File: src/hdl/cpu_defs.svh
`ifndef CPU_DEFS_SVH
`define CPU_DEFS_SVH

// Core sizing
`define CPU_IMEM_DEPTH 32 // Instruction words
`define CPU_NUM_REGS 32 // General registers
`define CPU_NUM_PORTS 4 // Output ports
`define CPU_LINK_REG 31 // Return address register for jal

// APB address map, byte addresses
`define APB_IMEM_BASE 12'h000 // Instruction words at 0x000..0x07C
`define APB_CTRL_ADDR 12'h100 // Bit 0 starts the core
`define APB_STATUS_ADDR 12'h104 // Busy, halted, PC
`define APB_PORT_BASE 12'h110 // Ports at 0x110..0x11C

`endif

File: src/hdl/isa_pkg.sv
`include "cpu_defs.svh"

package isa_pkg;

	typedef logic [31:0] word_t; // Instruction or data word
	typedef logic [$clog2(`CPU_NUM_REGS)-1:0] reg_idx_t; // Register number
	typedef logic [15:0] imm_t; // Immediate field
	typedef logic [$clog2(`CPU_IMEM_DEPTH)-1:0] imem_addr_t; // Instruction index

	typedef enum logic [5:0] {
		NOP = 6'b000000,
		ADD = 6'b000001,
		ADDI = 6'b000010,
		SUB = 6'b000011,
		SUBI = 6'b000100,
		MOV = 6'b010010,
		LI = 6'b010100,
		JUMP = 6'b011101,
		JAL = 6'b011110,
		JR = 6'b011111,
		OUT = 6'b100001,
		HALT = 6'b111111
	} opcode_t;

	// R format, rd sits on the top of the immediate
	typedef struct packed {
		reg_idx_t rs;
		reg_idx_t rt;
		reg_idx_t rd;
		logic [10:0] pad; // Unused low bits
	} r_fields_t;

	typedef struct packed {
		reg_idx_t rs;
		reg_idx_t rt;
		imm_t imm;
	} i_fields_t;

	typedef union packed {
		r_fields_t r;
		i_fields_t i;
		logic [25:0] target; // Jump format
	} operands_t;

	typedef struct packed {
		opcode_t opcode;
		operands_t op;
	} decoded_t;

	typedef enum logic [1:0] {ST_IDLE, ST_FETCH, ST_EXECUTE, ST_HALTED} core_state_t;

endpackage

File: src/hdl/apb_pkg.sv
package apb_pkg;

	typedef logic [11:0] apb_addr_t; // Byte address

	typedef struct packed {
		logic psel;
		logic penable;
		logic pwrite;
		apb_addr_t paddr;
		logic [31:0] pwdata;
	} apb_req_t;

	typedef struct packed {
		logic [31:0] prdata;
		logic pready; // Tied high, no wait states
		logic pslverr;
	} apb_rsp_t;

endpackage

File: src/hdl/instruction_memory.sv
`timescale 1ns/1ps
`include "cpu_defs.svh"

module instruction_memory (
	input logic clock,
	input logic rst,
	input logic we, // Host write strobe
	input isa_pkg::imem_addr_t waddr,
	input isa_pkg::word_t wdata,
	input isa_pkg::imem_addr_t raddr, // Core fetch address
	input isa_pkg::imem_addr_t haddr, // Host readback address
	output isa_pkg::word_t instr,
	output isa_pkg::word_t host_rdata
);

	localparam int DEPTH = `CPU_IMEM_DEPTH;

	isa_pkg::word_t mem [DEPTH]; // Program store

	always_ff @(posedge clock) begin
		if (rst) begin
			for (int i = 0; i < DEPTH; i++) begin
				mem[i] <= '0; // All nop
			end
		end else if (we) begin
			mem[waddr] <= wdata;
		end
	end

	assign instr = mem[raddr]; // Fetch port
	assign host_rdata = mem[haddr]; // APB readback port

	// Host decode must keep writes inside the store
	a_waddr_in_range: assert property (
		@(posedge clock) disable iff (rst)
		we |-> (int'(waddr) < DEPTH)
	) else $error("instruction memory write outside depth");

endmodule

File: src/hdl/program_counter.sv
`timescale 1ns/1ps
`include "cpu_defs.svh"

module program_counter (
	input logic clock,
	input logic rst,
	input logic clear, // Start of a run
	input logic inc,
	input logic load, // Jump, jal, jr
	input isa_pkg::imem_addr_t target,
	output isa_pkg::imem_addr_t pc
);

	localparam isa_pkg::imem_addr_t LAST = isa_pkg::imem_addr_t'(`CPU_IMEM_DEPTH - 1);

	isa_pkg::imem_addr_t pc_plus1;

	assign pc_plus1 = (pc == LAST) ? '0 : pc + 1'b1; // Wrap at depth

	always_ff @(posedge clock) begin
		if (rst || clear) begin
			pc <= '0;
		end else if (load) begin
			pc <= target; // Low bits only
		end else if (inc) begin
			pc <= pc_plus1;
		end
	end

	// The FSM never asks for both
	a_inc_load_excl: assert property (
		@(posedge clock) disable iff (rst)
		!(inc && load)
	) else $error("pc inc and load together");

endmodule

File: src/hdl/register_file.sv
`timescale 1ns/1ps
`include "cpu_defs.svh"

module register_file (
	input logic clock,
	input logic rst,
	input logic we,
	input isa_pkg::reg_idx_t waddr,
	input isa_pkg::word_t wdata,
	input isa_pkg::reg_idx_t raddr_a, // rs
	input isa_pkg::reg_idx_t raddr_b, // rt
	output isa_pkg::word_t rdata_a,
	output isa_pkg::word_t rdata_b
);

	localparam int NREGS = `CPU_NUM_REGS;

	isa_pkg::word_t regs [NREGS];

	// r0 is an ordinary register here
	always_ff @(posedge clock) begin
		if (rst) begin
			for (int i = 0; i < NREGS; i++) begin
				regs[i] <= '0;
			end
		end else if (we) begin
			regs[waddr] <= wdata;
		end
	end

	// Old value seen in the write cycle
	assign rdata_a = regs[raddr_a];
	assign rdata_b = regs[raddr_b];

endmodule

File: src/hdl/execute_unit.sv
`timescale 1ns/1ps
`include "cpu_defs.svh"

module execute_unit (
	input logic clock,
	input logic rst,
	input logic ir_load, // Fetch cycle
	input isa_pkg::word_t instr,
	input isa_pkg::imem_addr_t pc, // Still at the executing word
	input isa_pkg::word_t rdata_a,
	input isa_pkg::word_t rdata_b,
	output isa_pkg::decoded_t dec,
	output isa_pkg::reg_idx_t raddr_a,
	output isa_pkg::reg_idx_t raddr_b,
	output isa_pkg::reg_idx_t waddr,
	output isa_pkg::word_t wdata,
	output isa_pkg::imem_addr_t target,
	output logic [1:0] port_idx,
	output isa_pkg::word_t port_value
);

	isa_pkg::decoded_t ir; // Instruction register
	isa_pkg::word_t imm_sext;

	always_ff @(posedge clock) begin
		if (rst) begin
			ir <= '0; // Nop
		end else if (ir_load) begin
			ir <= isa_pkg::decoded_t'(instr);
		end
	end

	assign dec = ir;
	assign raddr_a = ir.op.i.rs;
	assign raddr_b = ir.op.i.rt;
	assign imm_sext = {{16{ir.op.i.imm[15]}}, ir.op.i.imm}; // Sign extend

	always_comb begin
		waddr = ir.op.i.rt; // I format default
		wdata = rdata_a;
		target = isa_pkg::imem_addr_t'(ir.op.target);
		case (ir.opcode)
			isa_pkg::ADD: begin
				waddr = ir.op.r.rd;
				wdata = rdata_a + rdata_b;
			end
			isa_pkg::SUB: begin
				waddr = ir.op.r.rd;
				wdata = rdata_a - rdata_b; // Wraps
			end
			isa_pkg::ADDI: wdata = rdata_a + imm_sext;
			isa_pkg::SUBI: wdata = rdata_a - imm_sext;
			isa_pkg::LI: wdata = imm_sext;
			isa_pkg::JAL: begin
				waddr = isa_pkg::reg_idx_t'(`CPU_LINK_REG);
				wdata = isa_pkg::word_t'(pc) + 32'd1; // Return address
			end
			isa_pkg::JR: target = isa_pkg::imem_addr_t'(rdata_b); // Low bits of rt
			default: ; // Mov keeps the defaults
		endcase
	end

	assign port_idx = ir.op.i.imm[1:0];
	assign port_value = rdata_b; // out sends rt

endmodule

File: src/hdl/core_control.sv
`timescale 1ns/1ps

module core_control (
	input logic clock,
	input logic rst,
	input logic start, // One-cycle pulse from host
	input isa_pkg::decoded_t dec,
	output isa_pkg::core_state_t state,
	output logic ir_load,
	output logic pc_clear,
	output logic pc_inc,
	output logic pc_load,
	output logic rf_we,
	output logic port_we
);

	isa_pkg::core_state_t state_next;

	always_ff @(posedge clock) begin
		if (rst) begin
			state <= isa_pkg::ST_IDLE;
		end else begin
			state <= state_next;
		end
	end

	always_comb begin
		state_next = state;
		ir_load = 1'b0;
		pc_clear = 1'b0;
		pc_inc = 1'b0;
		pc_load = 1'b0;
		rf_we = 1'b0;
		port_we = 1'b0;
		case (state)
			isa_pkg::ST_FETCH: begin
				ir_load = 1'b1; // Latch mem[pc]
				state_next = isa_pkg::ST_EXECUTE;
			end
			isa_pkg::ST_EXECUTE: begin
				state_next = isa_pkg::ST_FETCH;
				case (dec.opcode)
					isa_pkg::ADD, isa_pkg::SUB, isa_pkg::ADDI, isa_pkg::SUBI,
					isa_pkg::MOV, isa_pkg::LI: begin
						rf_we = 1'b1;
						pc_inc = 1'b1;
					end
					isa_pkg::JAL: begin
						rf_we = 1'b1; // Link
						pc_load = 1'b1;
					end
					isa_pkg::JUMP, isa_pkg::JR: pc_load = 1'b1;
					isa_pkg::OUT: begin
						port_we = 1'b1;
						pc_inc = 1'b1;
					end
					isa_pkg::HALT: state_next = isa_pkg::ST_HALTED; // PC stays on halt
					default: pc_inc = 1'b1; // Nop and unknown
				endcase
			end
			default: begin // Idle or halted
				if (start) begin
					pc_clear = 1'b1; // Run from address 0
					state_next = isa_pkg::ST_FETCH;
				end
			end
		endcase
	end

	// Side effects only land in execute
	a_we_in_execute: assert property (
		@(posedge clock) disable iff (rst)
		(rf_we || port_we) |-> (state == isa_pkg::ST_EXECUTE)
	) else $error("register or port write outside execute");

	a_ir_in_fetch: assert property (
		@(posedge clock) disable iff (rst)
		ir_load |-> (state == isa_pkg::ST_FETCH)
	) else $error("ir_load outside fetch");

endmodule

File: src/hdl/host_interface.sv
`timescale 1ns/1ps
`include "cpu_defs.svh"

module host_interface (
	input logic clock,
	input logic rst,
	input apb_pkg::apb_req_t req,
	input isa_pkg::core_state_t state,
	input isa_pkg::imem_addr_t pc,
	input isa_pkg::word_t imem_rdata,
	input logic port_we, // From FSM in execute
	input logic [1:0] port_idx,
	input isa_pkg::word_t port_value,
	output apb_pkg::apb_rsp_t rsp,
	output logic imem_we,
	output isa_pkg::imem_addr_t imem_waddr,
	output isa_pkg::word_t imem_wdata,
	output isa_pkg::imem_addr_t imem_haddr,
	output logic start
);

	localparam apb_pkg::apb_addr_t IMEM_SPAN = apb_pkg::apb_addr_t'(`CPU_IMEM_DEPTH * 4);
	localparam apb_pkg::apb_addr_t PORT_SPAN = apb_pkg::apb_addr_t'(`CPU_NUM_PORTS * 4);

	isa_pkg::word_t ports [`CPU_NUM_PORTS]; // Output port registers
	apb_pkg::apb_addr_t imem_off, port_off;
	logic access, busy, halted;
	logic hit_imem, hit_ctrl, hit_status, hit_port;
	isa_pkg::word_t status_word;

	assign access = req.psel && req.penable; // Access phase
	assign busy = (state == isa_pkg::ST_FETCH) || (state == isa_pkg::ST_EXECUTE);
	assign halted = (state == isa_pkg::ST_HALTED);

	assign imem_off = req.paddr - `APB_IMEM_BASE;
	assign port_off = req.paddr - `APB_PORT_BASE;
	assign hit_imem = imem_off < IMEM_SPAN;
	assign hit_ctrl = req.paddr == `APB_CTRL_ADDR;
	assign hit_status = req.paddr == `APB_STATUS_ADDR;
	assign hit_port = port_off < PORT_SPAN;

	// Host side of the instruction store
	assign imem_haddr = isa_pkg::imem_addr_t'(imem_off >> 2);
	assign imem_waddr = imem_haddr;
	assign imem_wdata = req.pwdata;
	assign imem_we = access && req.pwrite && hit_imem && !busy;
	assign start = access && req.pwrite && hit_ctrl && !busy && req.pwdata[0];

	always_ff @(posedge clock) begin
		if (rst) begin
			for (int i = 0; i < `CPU_NUM_PORTS; i++) begin
				ports[i] <= '0;
			end
		end else if (port_we) begin
			ports[port_idx] <= port_value; // out instruction
		end
	end

	always_comb begin
		status_word = '0;
		status_word[0] = busy;
		status_word[1] = halted;
		status_word[8 +: $bits(pc)] = pc;
	end

	always_comb begin
		rsp.pready = 1'b1; // Zero wait states
		rsp.prdata = '0;
		if (hit_imem) begin
			rsp.prdata = imem_rdata;
		end else if (hit_status) begin
			rsp.prdata = status_word;
		end else if (hit_port) begin
			rsp.prdata = ports[port_off[3:2]];
		end
		// Unmapped, busy writes, writes to read-only ports
		rsp.pslverr = access && (!(hit_imem || hit_ctrl || hit_status || hit_port)
			|| (req.pwrite && busy && (hit_imem || hit_ctrl))
			|| (req.pwrite && hit_port));
	end

	a_err_in_access: assert property (
		@(posedge clock) disable iff (rst)
		rsp.pslverr |-> (req.psel && req.penable)
	) else $error("pslverr outside access phase");

endmodule

File: src/hdl/cpu_top.sv
`timescale 1ns/1ps

module cpu_top (
	input logic clock,
	input logic rst,
	input apb_pkg::apb_req_t apb_req,
	output apb_pkg::apb_rsp_t apb_rsp
);

	isa_pkg::core_state_t state;
	isa_pkg::decoded_t dec;
	isa_pkg::imem_addr_t pc, target, imem_waddr, imem_haddr;
	isa_pkg::word_t instr, imem_wdata, imem_rdata, rdata_a, rdata_b, wdata, port_value;
	isa_pkg::reg_idx_t raddr_a, raddr_b, waddr;
	logic [1:0] port_idx;
	logic imem_we, start, ir_load, pc_clear, pc_inc, pc_load, rf_we, port_we;

	host_interface i_host_interface (
		.clock, .rst, .req(apb_req), .state, .pc, .imem_rdata, .port_we, .port_idx,
		.port_value, .rsp(apb_rsp), .imem_we, .imem_waddr, .imem_wdata, .imem_haddr, .start
	);

	instruction_memory i_instruction_memory (
		.clock, .rst, .we(imem_we), .waddr(imem_waddr), .wdata(imem_wdata),
		.raddr(pc), .haddr(imem_haddr), .instr, .host_rdata(imem_rdata)
	);

	core_control i_core_control (
		.clock, .rst, .start, .dec, .state, .ir_load, .pc_clear, .pc_inc, .pc_load,
		.rf_we, .port_we
	);

	program_counter i_program_counter (
		.clock, .rst, .clear(pc_clear), .inc(pc_inc), .load(pc_load), .target, .pc
	);

	execute_unit i_execute_unit (
		.clock, .rst, .ir_load, .instr, .pc, .rdata_a, .rdata_b, .dec, .raddr_a, .raddr_b,
		.waddr, .wdata, .target, .port_idx, .port_value
	);

	register_file i_register_file (
		.clock, .rst, .we(rf_we), .waddr, .wdata, .raddr_a, .raddr_b, .rdata_a, .rdata_b
	);

endmodule

File: config.mk
export PLATFORM = sky130hd
export DESIGN_NAME = cpu_top
export DESIGN_NICKNAME = d
export VERILOG_FILES = /design/src/hdl/isa_pkg.sv /design/src/hdl/apb_pkg.sv /design/src/hdl/instruction_memory.sv /design/src/hdl/program_counter.sv /design/src/hdl/register_file.sv /design/src/hdl/execute_unit.sv /design/src/hdl/core_control.sv /design/src/hdl/host_interface.sv /design/src/hdl/cpu_top.sv
export VERILOG_INCLUDE_DIRS = /design/src /design/src/hdl
export SDC_FILE = /design/constraint.sdc
export NUM_CORES = 2
export LEC_CHECK = 0
export BUFFER_PORTS_ARGS = -buffer_cell sky130_fd_sc_hd__buf_2
export CORE_ASPECT_RATIO = 0.7
export CORE_MARGIN = 5
export CORE_UTILIZATION = 60
export DETAILED_ROUTE_END_ITERATION = 10
export PLACE_DENSITY = 0.76
export SLEW_MARGIN = 20
export SYNTH_ARGS = -nofsm -noshare
export SYNTH_HDL_FRONTEND = slang
export SYNTH_HIERARCHICAL = 1
export SYNTH_SLANG_ARGS = --single-unit
File: constraint.sdc
create_clock -name clock -period 10.3 [get_ports clock]
set_clock_uncertainty 0.05 [all_clocks]
set_input_delay 1.03 -clock clock [delete_from_list [all_inputs] [get_ports clock]]
set_output_delay 1.03 -clock clock [all_outputs]
set_load 0.03 [all_outputs]
Yosys cells after proc, flatten, opt, wreduce, memory -nomap -nowiden
Memory sizes are Yosys's and may differ from the RTL's. A register that Yosys moved wholly into a read port is not among the register bits.
Cells that the tools add are included.
{"block": "classes", "magnitude_cmp": 2, "n_reduce_logical": 30, "n_shift": 0, "bitwise": 0, "n_mux": 43, "n_addsub": 7, "div": 0, "n_eq_ne": 17, "mul": 0}
{"operator": "$mux W32", "count": 6}
{"operator": "$pmux W32 S6", "count": 1}
{"operator": "$reduce_or A32 Y1", "count": 3}
{"operator": "$add A32 B32 Y32", "count": 2}
{"operator": "$sub A32 B32 Y32", "count": 2}
{"operator": "$eq A6 B5 Y1 const B", "count": 5}
{"operator": "$mux W5", "count": 6}
{"operator": "$mux W1", "count": 25}
{"operator": "$eq A12 B9 Y1 const B", "count": 2}
{"operator": "$eq A6 B2 Y1 const B", "count": 2}
{"operator": "$eq A6 B6 Y1 const B", "count": 2}
{"operator": "$lt A12 B5 Y1 const B", "count": 1}
{"operator": "$lt A12 B8 Y1 const B", "count": 1}
{"operator": "$sub A12 B9 Y12 const B", "count": 1}
{"operator": "$logic_and A1 B1 Y1", "count": 11}
{"operator": "$pmux W5 S2", "count": 1}
{"operator": "$logic_or A1 B1 Y1", "count": 7}
{"operator": "$reduce_or A7 Y1", "count": 1}
{"operator": "$add A5 B1 Y6 const B", "count": 1}
{"operator": "$eq A6 B1 Y1 const B", "count": 1}
{"operator": "$eq A6 B3 Y1 const B", "count": 1}
{"operator": "$mux W2", "count": 3}
{"operator": "$add A5 B1 Y5 const B", "count": 1}
{"operator": "$eq A5 B5 Y1 const B", "count": 1}
{"operator": "9 further kinds", "count": 12}
{"block": "totals", "elab_cells": 104, "mem_count": 3, "register_bits": 7, "out_inout_bits": 34, "mem_bits_ro": 0, "input_bits": 49, "latch_bits": 0, "ramBits": 2176}
{"memory": "i_instruction_memory.mem", "words": 32, "word_bits": 32, "read_ports": 2, "rd_clocked_by_memory_dff": 1, "wr": 32, "line_no": "instruction_memory.sv:18", "source": "isa_pkg::word_t mem [DEPTH];"}
{"memory": "i_register_file.regs", "words": 32, "word_bits": 32, "read_ports": 2, "rd_clocked_by_memory_dff": 0, "wr": 32, "line_no": "register_file.sv:18", "source": "isa_pkg::word_t regs [NREGS];"}
{"memory": "i_host_interface.ports", "words": 4, "word_bits": 32, "read_ports": 1, "rd_clocked_by_memory_dff": 0, "wr": 4, "line_no": "host_interface.sv:25", "source": "isa_pkg::word_t ports [`CPU_NUM_PORTS];"}

Logic depth before layout (Yosys ltp)
{"block": "depth", "word_depth": 9, "ltp_mapped": 31, "mapped_depth_nobuf": 25}

By module
Netlist, hierarchy kept.
{"module": "instruction_memory", "cells_per_inst": 4640, "seq_area_each_um2": 30749.5, "instances": 1, "area_per_inst_um2": 56467.9}
{"module": "register_file", "cells_per_inst": 4640, "seq_area_each_um2": 30749.5, "instances": 1, "area_per_inst_um2": 56467.9}
{"module": "host_interface", "cells_per_inst": 448, "seq_area_each_um2": 3843.7, "instances": 1, "area_per_inst_um2": 6516.2}
{"module": "execute_unit", "cells_per_inst": 750, "seq_area_each_um2": 640.6, "instances": 1, "area_per_inst_um2": 5256.3}
{"module": "program_counter", "cells_per_inst": 35, "seq_area_each_um2": 100.1, "instances": 1, "area_per_inst_um2": 317.8}
{"module": "core_control", "cells_per_inst": 31, "seq_area_each_um2": 40.0, "instances": 1, "area_per_inst_um2": 237.7}

Worst setup path before layout
Ideal clock, no wire load.
{"block": "synth_path", "path_kind": "register -> register", "start": "reg i_execute_unit/dec[17] (netlist name)", "end": "mem i_register_file/regs[12][31] (netlist name) (data pin)", "setup_time_ns": 0.255, "synth_period_minus_slack_ns": 6.105, "slack_ns": 4.195, "stages_incl_launch_ff": 31, "n_path_buf": 7, "required_time_ns": 9.995, "arrival_ns": 5.800, "path_cell_list": "dfxtp_1 > buf_4 > buf_4 > buf_6 > buf_4 > buf_4 > mux2i_1 > nand2_1 > nand3_1 > nand3_1 > inv_1 > ha_1 > or3b_4 > nor4b_4 > or3b_1 > or3b_4 > nor3_4 > nor3b_4 > nand2_2 > o31ai_2 > a211oi_1 > ha_1 > clkbuf_1 > a211o_1 > a31oi_1 > o21bai_1 > a41oi_1 > xnor2_1 > a21oi_1 > clkbuf_1 > and2_1"}
{"element": "to (decl)", "line_no": "register_file.sv:18"}

==> flow_summary.ini <==
[worst_setup_path]
cell_with_the_biggest_individual_delay_on_the_critical_path = sky130_fd_sc_hd__o22ai_4
critical_path_cell_count = 23
critical_path.cell_chain = and2_4, buf_4, a22o_1, nor3_1, a31oi_1, nand3_1, nor4_1, nor4b_4, or3b_1, or3b_4, nor3_4, nand2_1, nand2_1, a211oi_1, ha_1, a21oi_1, o21ai_0, nor3_1, a211oi_1, a2111oi_0, xor2_1, o22ai_4, and2_1
r2r_end = i_register_file/regs[18][29]
timing.rr.start = i_execute_unit/dec[16]
cp.required_ns = 10.98
crit_fanout = 32
critical-path-top-delay-family = simple AND/OR/NAND/NOR gates
cp_data_arrival_time_ns = 9.27
path_class = reg -> reg
worst_setup_path_start_kind = register
r2r_cells = 23
r2r_setup_slack_ns = 1.71
worst-path-buf-inv = 1
cp_slowest_stage_delay_ns = 0.70
critPathCaptureType = register

[clock_network]
hold_buffers = 0
clk_pin_slew_ns = 0.07
ctsResizeCount = 0
clock_tree.buffer_depth = 4
tritoncts_clock_tree = done
post_cts_buffers = 0
sinks_on_clock_net = 2215
clock_latency_ns = 0.90
cts_root_buf = sky130_fd_sc_hd__clkbuf_16
cts_inserted_buffers = 222
clock_tree.htree_level_count = 4

[floorplan]
floorplan.die.width_um = 556
fp.coreArea_um2 = 208000
initial_core_util_pct = 60.2
dieArea_um2 = 218000
die_h_um = 392
ports_placed_on_the_boundary = 83
std_cell_rows = 140

[final_layout]
mostFrequentLayoutCell = sky130_fd_sc_hd__and2_1
most-common-layout-cells = 2184 x sky130_fd_sc_hd__and2_1, 2176 x sky130_fd_sc_hd__edfxtp_1, 2090 x sky130_fd_sc_hd__mux2i_1, 466 x sky130_fd_sc_hd__nand2_1, 432 x sky130_fd_sc_hd__a21oi_1
area.growth.synth_to_final_pct = 6.17
final-instance-count-excl-fill = 13011
layout-drive-gt1-share_pct = 8.99
design.final.nets = 10146

[timing]
headroom_to_the_max_slew_limit_pct = 19.4
fin_crit_sh_pct = 83.4
hold_violations = 0
setup_ws_final_ns = 1.71
slew_viol_final = 0
setup_tns_ns = 0
max_freq_ghz = 0.116
worstMarginPinSlew_ns = 1.21
fin_hold_ws_ns = 0.561
rsz_0062_raised_after_global_routing = no
setup_viol = 0
period_minus_slack_ns = 8.59

[placed_design]
preCtsSetupSlack_ns = 1.82
globalplace.congestion = 0.937
count_of_placed_standard_cells_including_taps = 12599
detailedPlacementHpwl_mm = 247
portBuffers = 81

[yosys]
synth_enable_flop_cells = 2176
synth_fp_nets = 10634
asyncSetResetFlopFracSynth_pct = 0
synth.lib_cells_used.distinct = 90
ys_seq_elements = 2215
synth_cells = 10544
synth-seq-area-share_pct = 52.8
synth.yosys.warnings = 6
syn_avg_cell_area_um2 = 11.9
predominant_post_synthesis_flop_cell = sky130_fd_sc_hd__edfxtp_1
synth_area_um2 = 125000

[hold_path]
hold_path.startpoint = i_core_control/state[0]
hold-path-endpoint = i_core_control/state[0]
hp-class = reg -> reg
min_path_cells = 2

[pwr]
cellLeakagePower_nw = 46.7
ir_worst_vdd_v = 0.000132
power_density_nw_per_um2 = 148

[routing]
detailedRoute.firstIterationViolations = 15517
detailedRoute.firstPassIterationCount = 9
drtAntennaViolNets = 0
post-route-drc-count = 0
dr_total_vias = 90789
drt_wl_total_mm = 417
wire_per_inst_um = 32.1
drt-vias-per-instance = 6.98

[global_routing]
grt_pass1_wl_mm = 593
grt-ovfl-total = 0
antenna_violations_before_repair = 31
number_of_global_route_vias_before_repair = 87481
grt_max_degree = 128
aggregate_global_route_resource_usage_pct = 36.9

[outcome]
outcome = complete, no violations

[flow_run]
cap_viol_max_count = 0
==> power breakdown <==
| part | switching [mW] | internal (mW) |
|---|---|---|
| registers | 0.154 | 10.2 |
| clock network | 3.55 | 4.48 |
| logic | 0.937 | 0.363 |
| total | 4.64 | 15.0 |
==> tightest hold or removal path, cell delays in order (launching register included) <==
cell and delay [ns]:
sky130_fd_sc_hd__dfxtp_1 0.38, sky130_fd_sc_hd__nor3_1 0.07, sky130_fd_sc_hd__nor3_1 0.11
==> cell type report <==
cell class,instances,area (um^2)
antenna,14,35.0
sequential,2215,66100
tap,2769,3460
inverter,28,105
timing repair buffer,339,2660
fill,15489,74900
clock inverter,106,992
multi-input combinational,7250,53600
clock buffer,290,5950
==> layer usage <==
| layer | vias to the layer above | track usage, % | share of wire [%] | wire length (um) |
|---|---|---|---|---|
| met3 | 1294 | 13.3 | 17 | 69100 |
| met5 | - | 0 | 0.022 | 92 |
| met2 | 7507 | 51.3 | 41 | 170000 |
| li1 | 37569 | - | - | - |
| met1 | 44403 | 53.1 | 38 | 160000 |
| met4 | 16 | 13.6 | 4.2 | 17600 |
==> per-stage QoR <==
stage          utilization, %  total power, mW  cell area, um^2
6_report                 64.0             19.6           133000
4_1_cts                  63.9             19.6           133000
3_3_place_gp             60.5             11.7           126000
2_1_floorplan               -             11.2           125000
3_5_place_dp             60.6             11.7           126000
5_1_grt                  63.9             20.1           133000
==> flip-flops by register name (all words and copies together), names as in the netlist <==
register	count
i_host_interface/ports	128
i_core_control/state	2
i_instruction_memory/mem	1024
i_program_counter/pc	5
i_execute_unit/dec	32
i_register_file/regs	1024
==> worst max path at each step <==
stage | start | endpoint
5_1_grt | i_execute_unit/dec[17] | i_register_file/regs[0][29]
6_report | i_execute_unit/dec[16] | i_register_file/regs[18][29]
3_3_place_gp | i_execute_unit/dec[17] | i_register_file/regs[19][29]
2_1_floorplan | i_execute_unit/dec[17] | i_register_file/regs[12][31]
3_5_place_dp | i_execute_unit/dec[17] | i_register_file/regs[18][29]
4_1_cts | i_execute_unit/dec[17] | i_register_file/regs[8][29]
==> cell usage after synthesis (all sizes together) (8+ instances only) <==
| cell type | n | area share (%) |
|---|---|---|
| xnor2 | 21 | 0.15 |
| nor3b | 8 | 0.065 |
| xor2 | 21 | 0.15 |
| nor4 | 9 | 0.055 |
| nor2 | 164 | 0.72 |
| nor2b | 15 | 0.075 |
| o22ai | 8 | 0.040 |
| nand2 | 471 | 1.4 |
| mux2i | 2090 | 17 |
| ha | 40 | 0.40 |
| a211oi | 13 | 0.078 |
| mux4 | 32 | 0.58 |
| o211ai | 14 | 0.084 |
| nor3 | 156 | 0.64 |
| a221oi | 9 | 0.063 |
| and3 | 10 | 0.050 |
| a21oi | 443 | 1.8 |
| or2 | 72 | 0.36 |
| o21ai | 63 | 0.25 |
| dfxtp | 39 | 0.62 |
| and2 | 2188 | 11 |
| a22oi | 392 | 2.3 |
| edfxtp | 2176 | 52 |
| o21bai | 9 | 0.054 |
| nand3b | 12 | 0.092 |
| nand2b | 23 | 0.12 |
| buf | 489 | 2.9 |
| o31ai | 12 | 0.076 |
| nand4 | 13 | 0.077 |
| inv | 28 | 0.084 |
| o221ai | 9 | 0.063 |
| a22o | 282 | 2.0 |
| a31oi | 140 | 0.70 |
| nand3 | 413 | 1.7 |
| clkbuf | 562 | 1.8 |
| or3b | 9 | 0.075 |
| or3 | 20 | 0.11 |
| a21o | 14 | 0.084 |
==> cell families after synthesis <==
group,synth area share [%]
simple gates,16.6
flops,52.8
other cells,0.00299
compound gates,7.82
mux,17.3
xor+xnor,0.294
fa+ha+maj,0.424
buf+inv,4.78
Note: power is estimated with default switching activity, not from simulation.
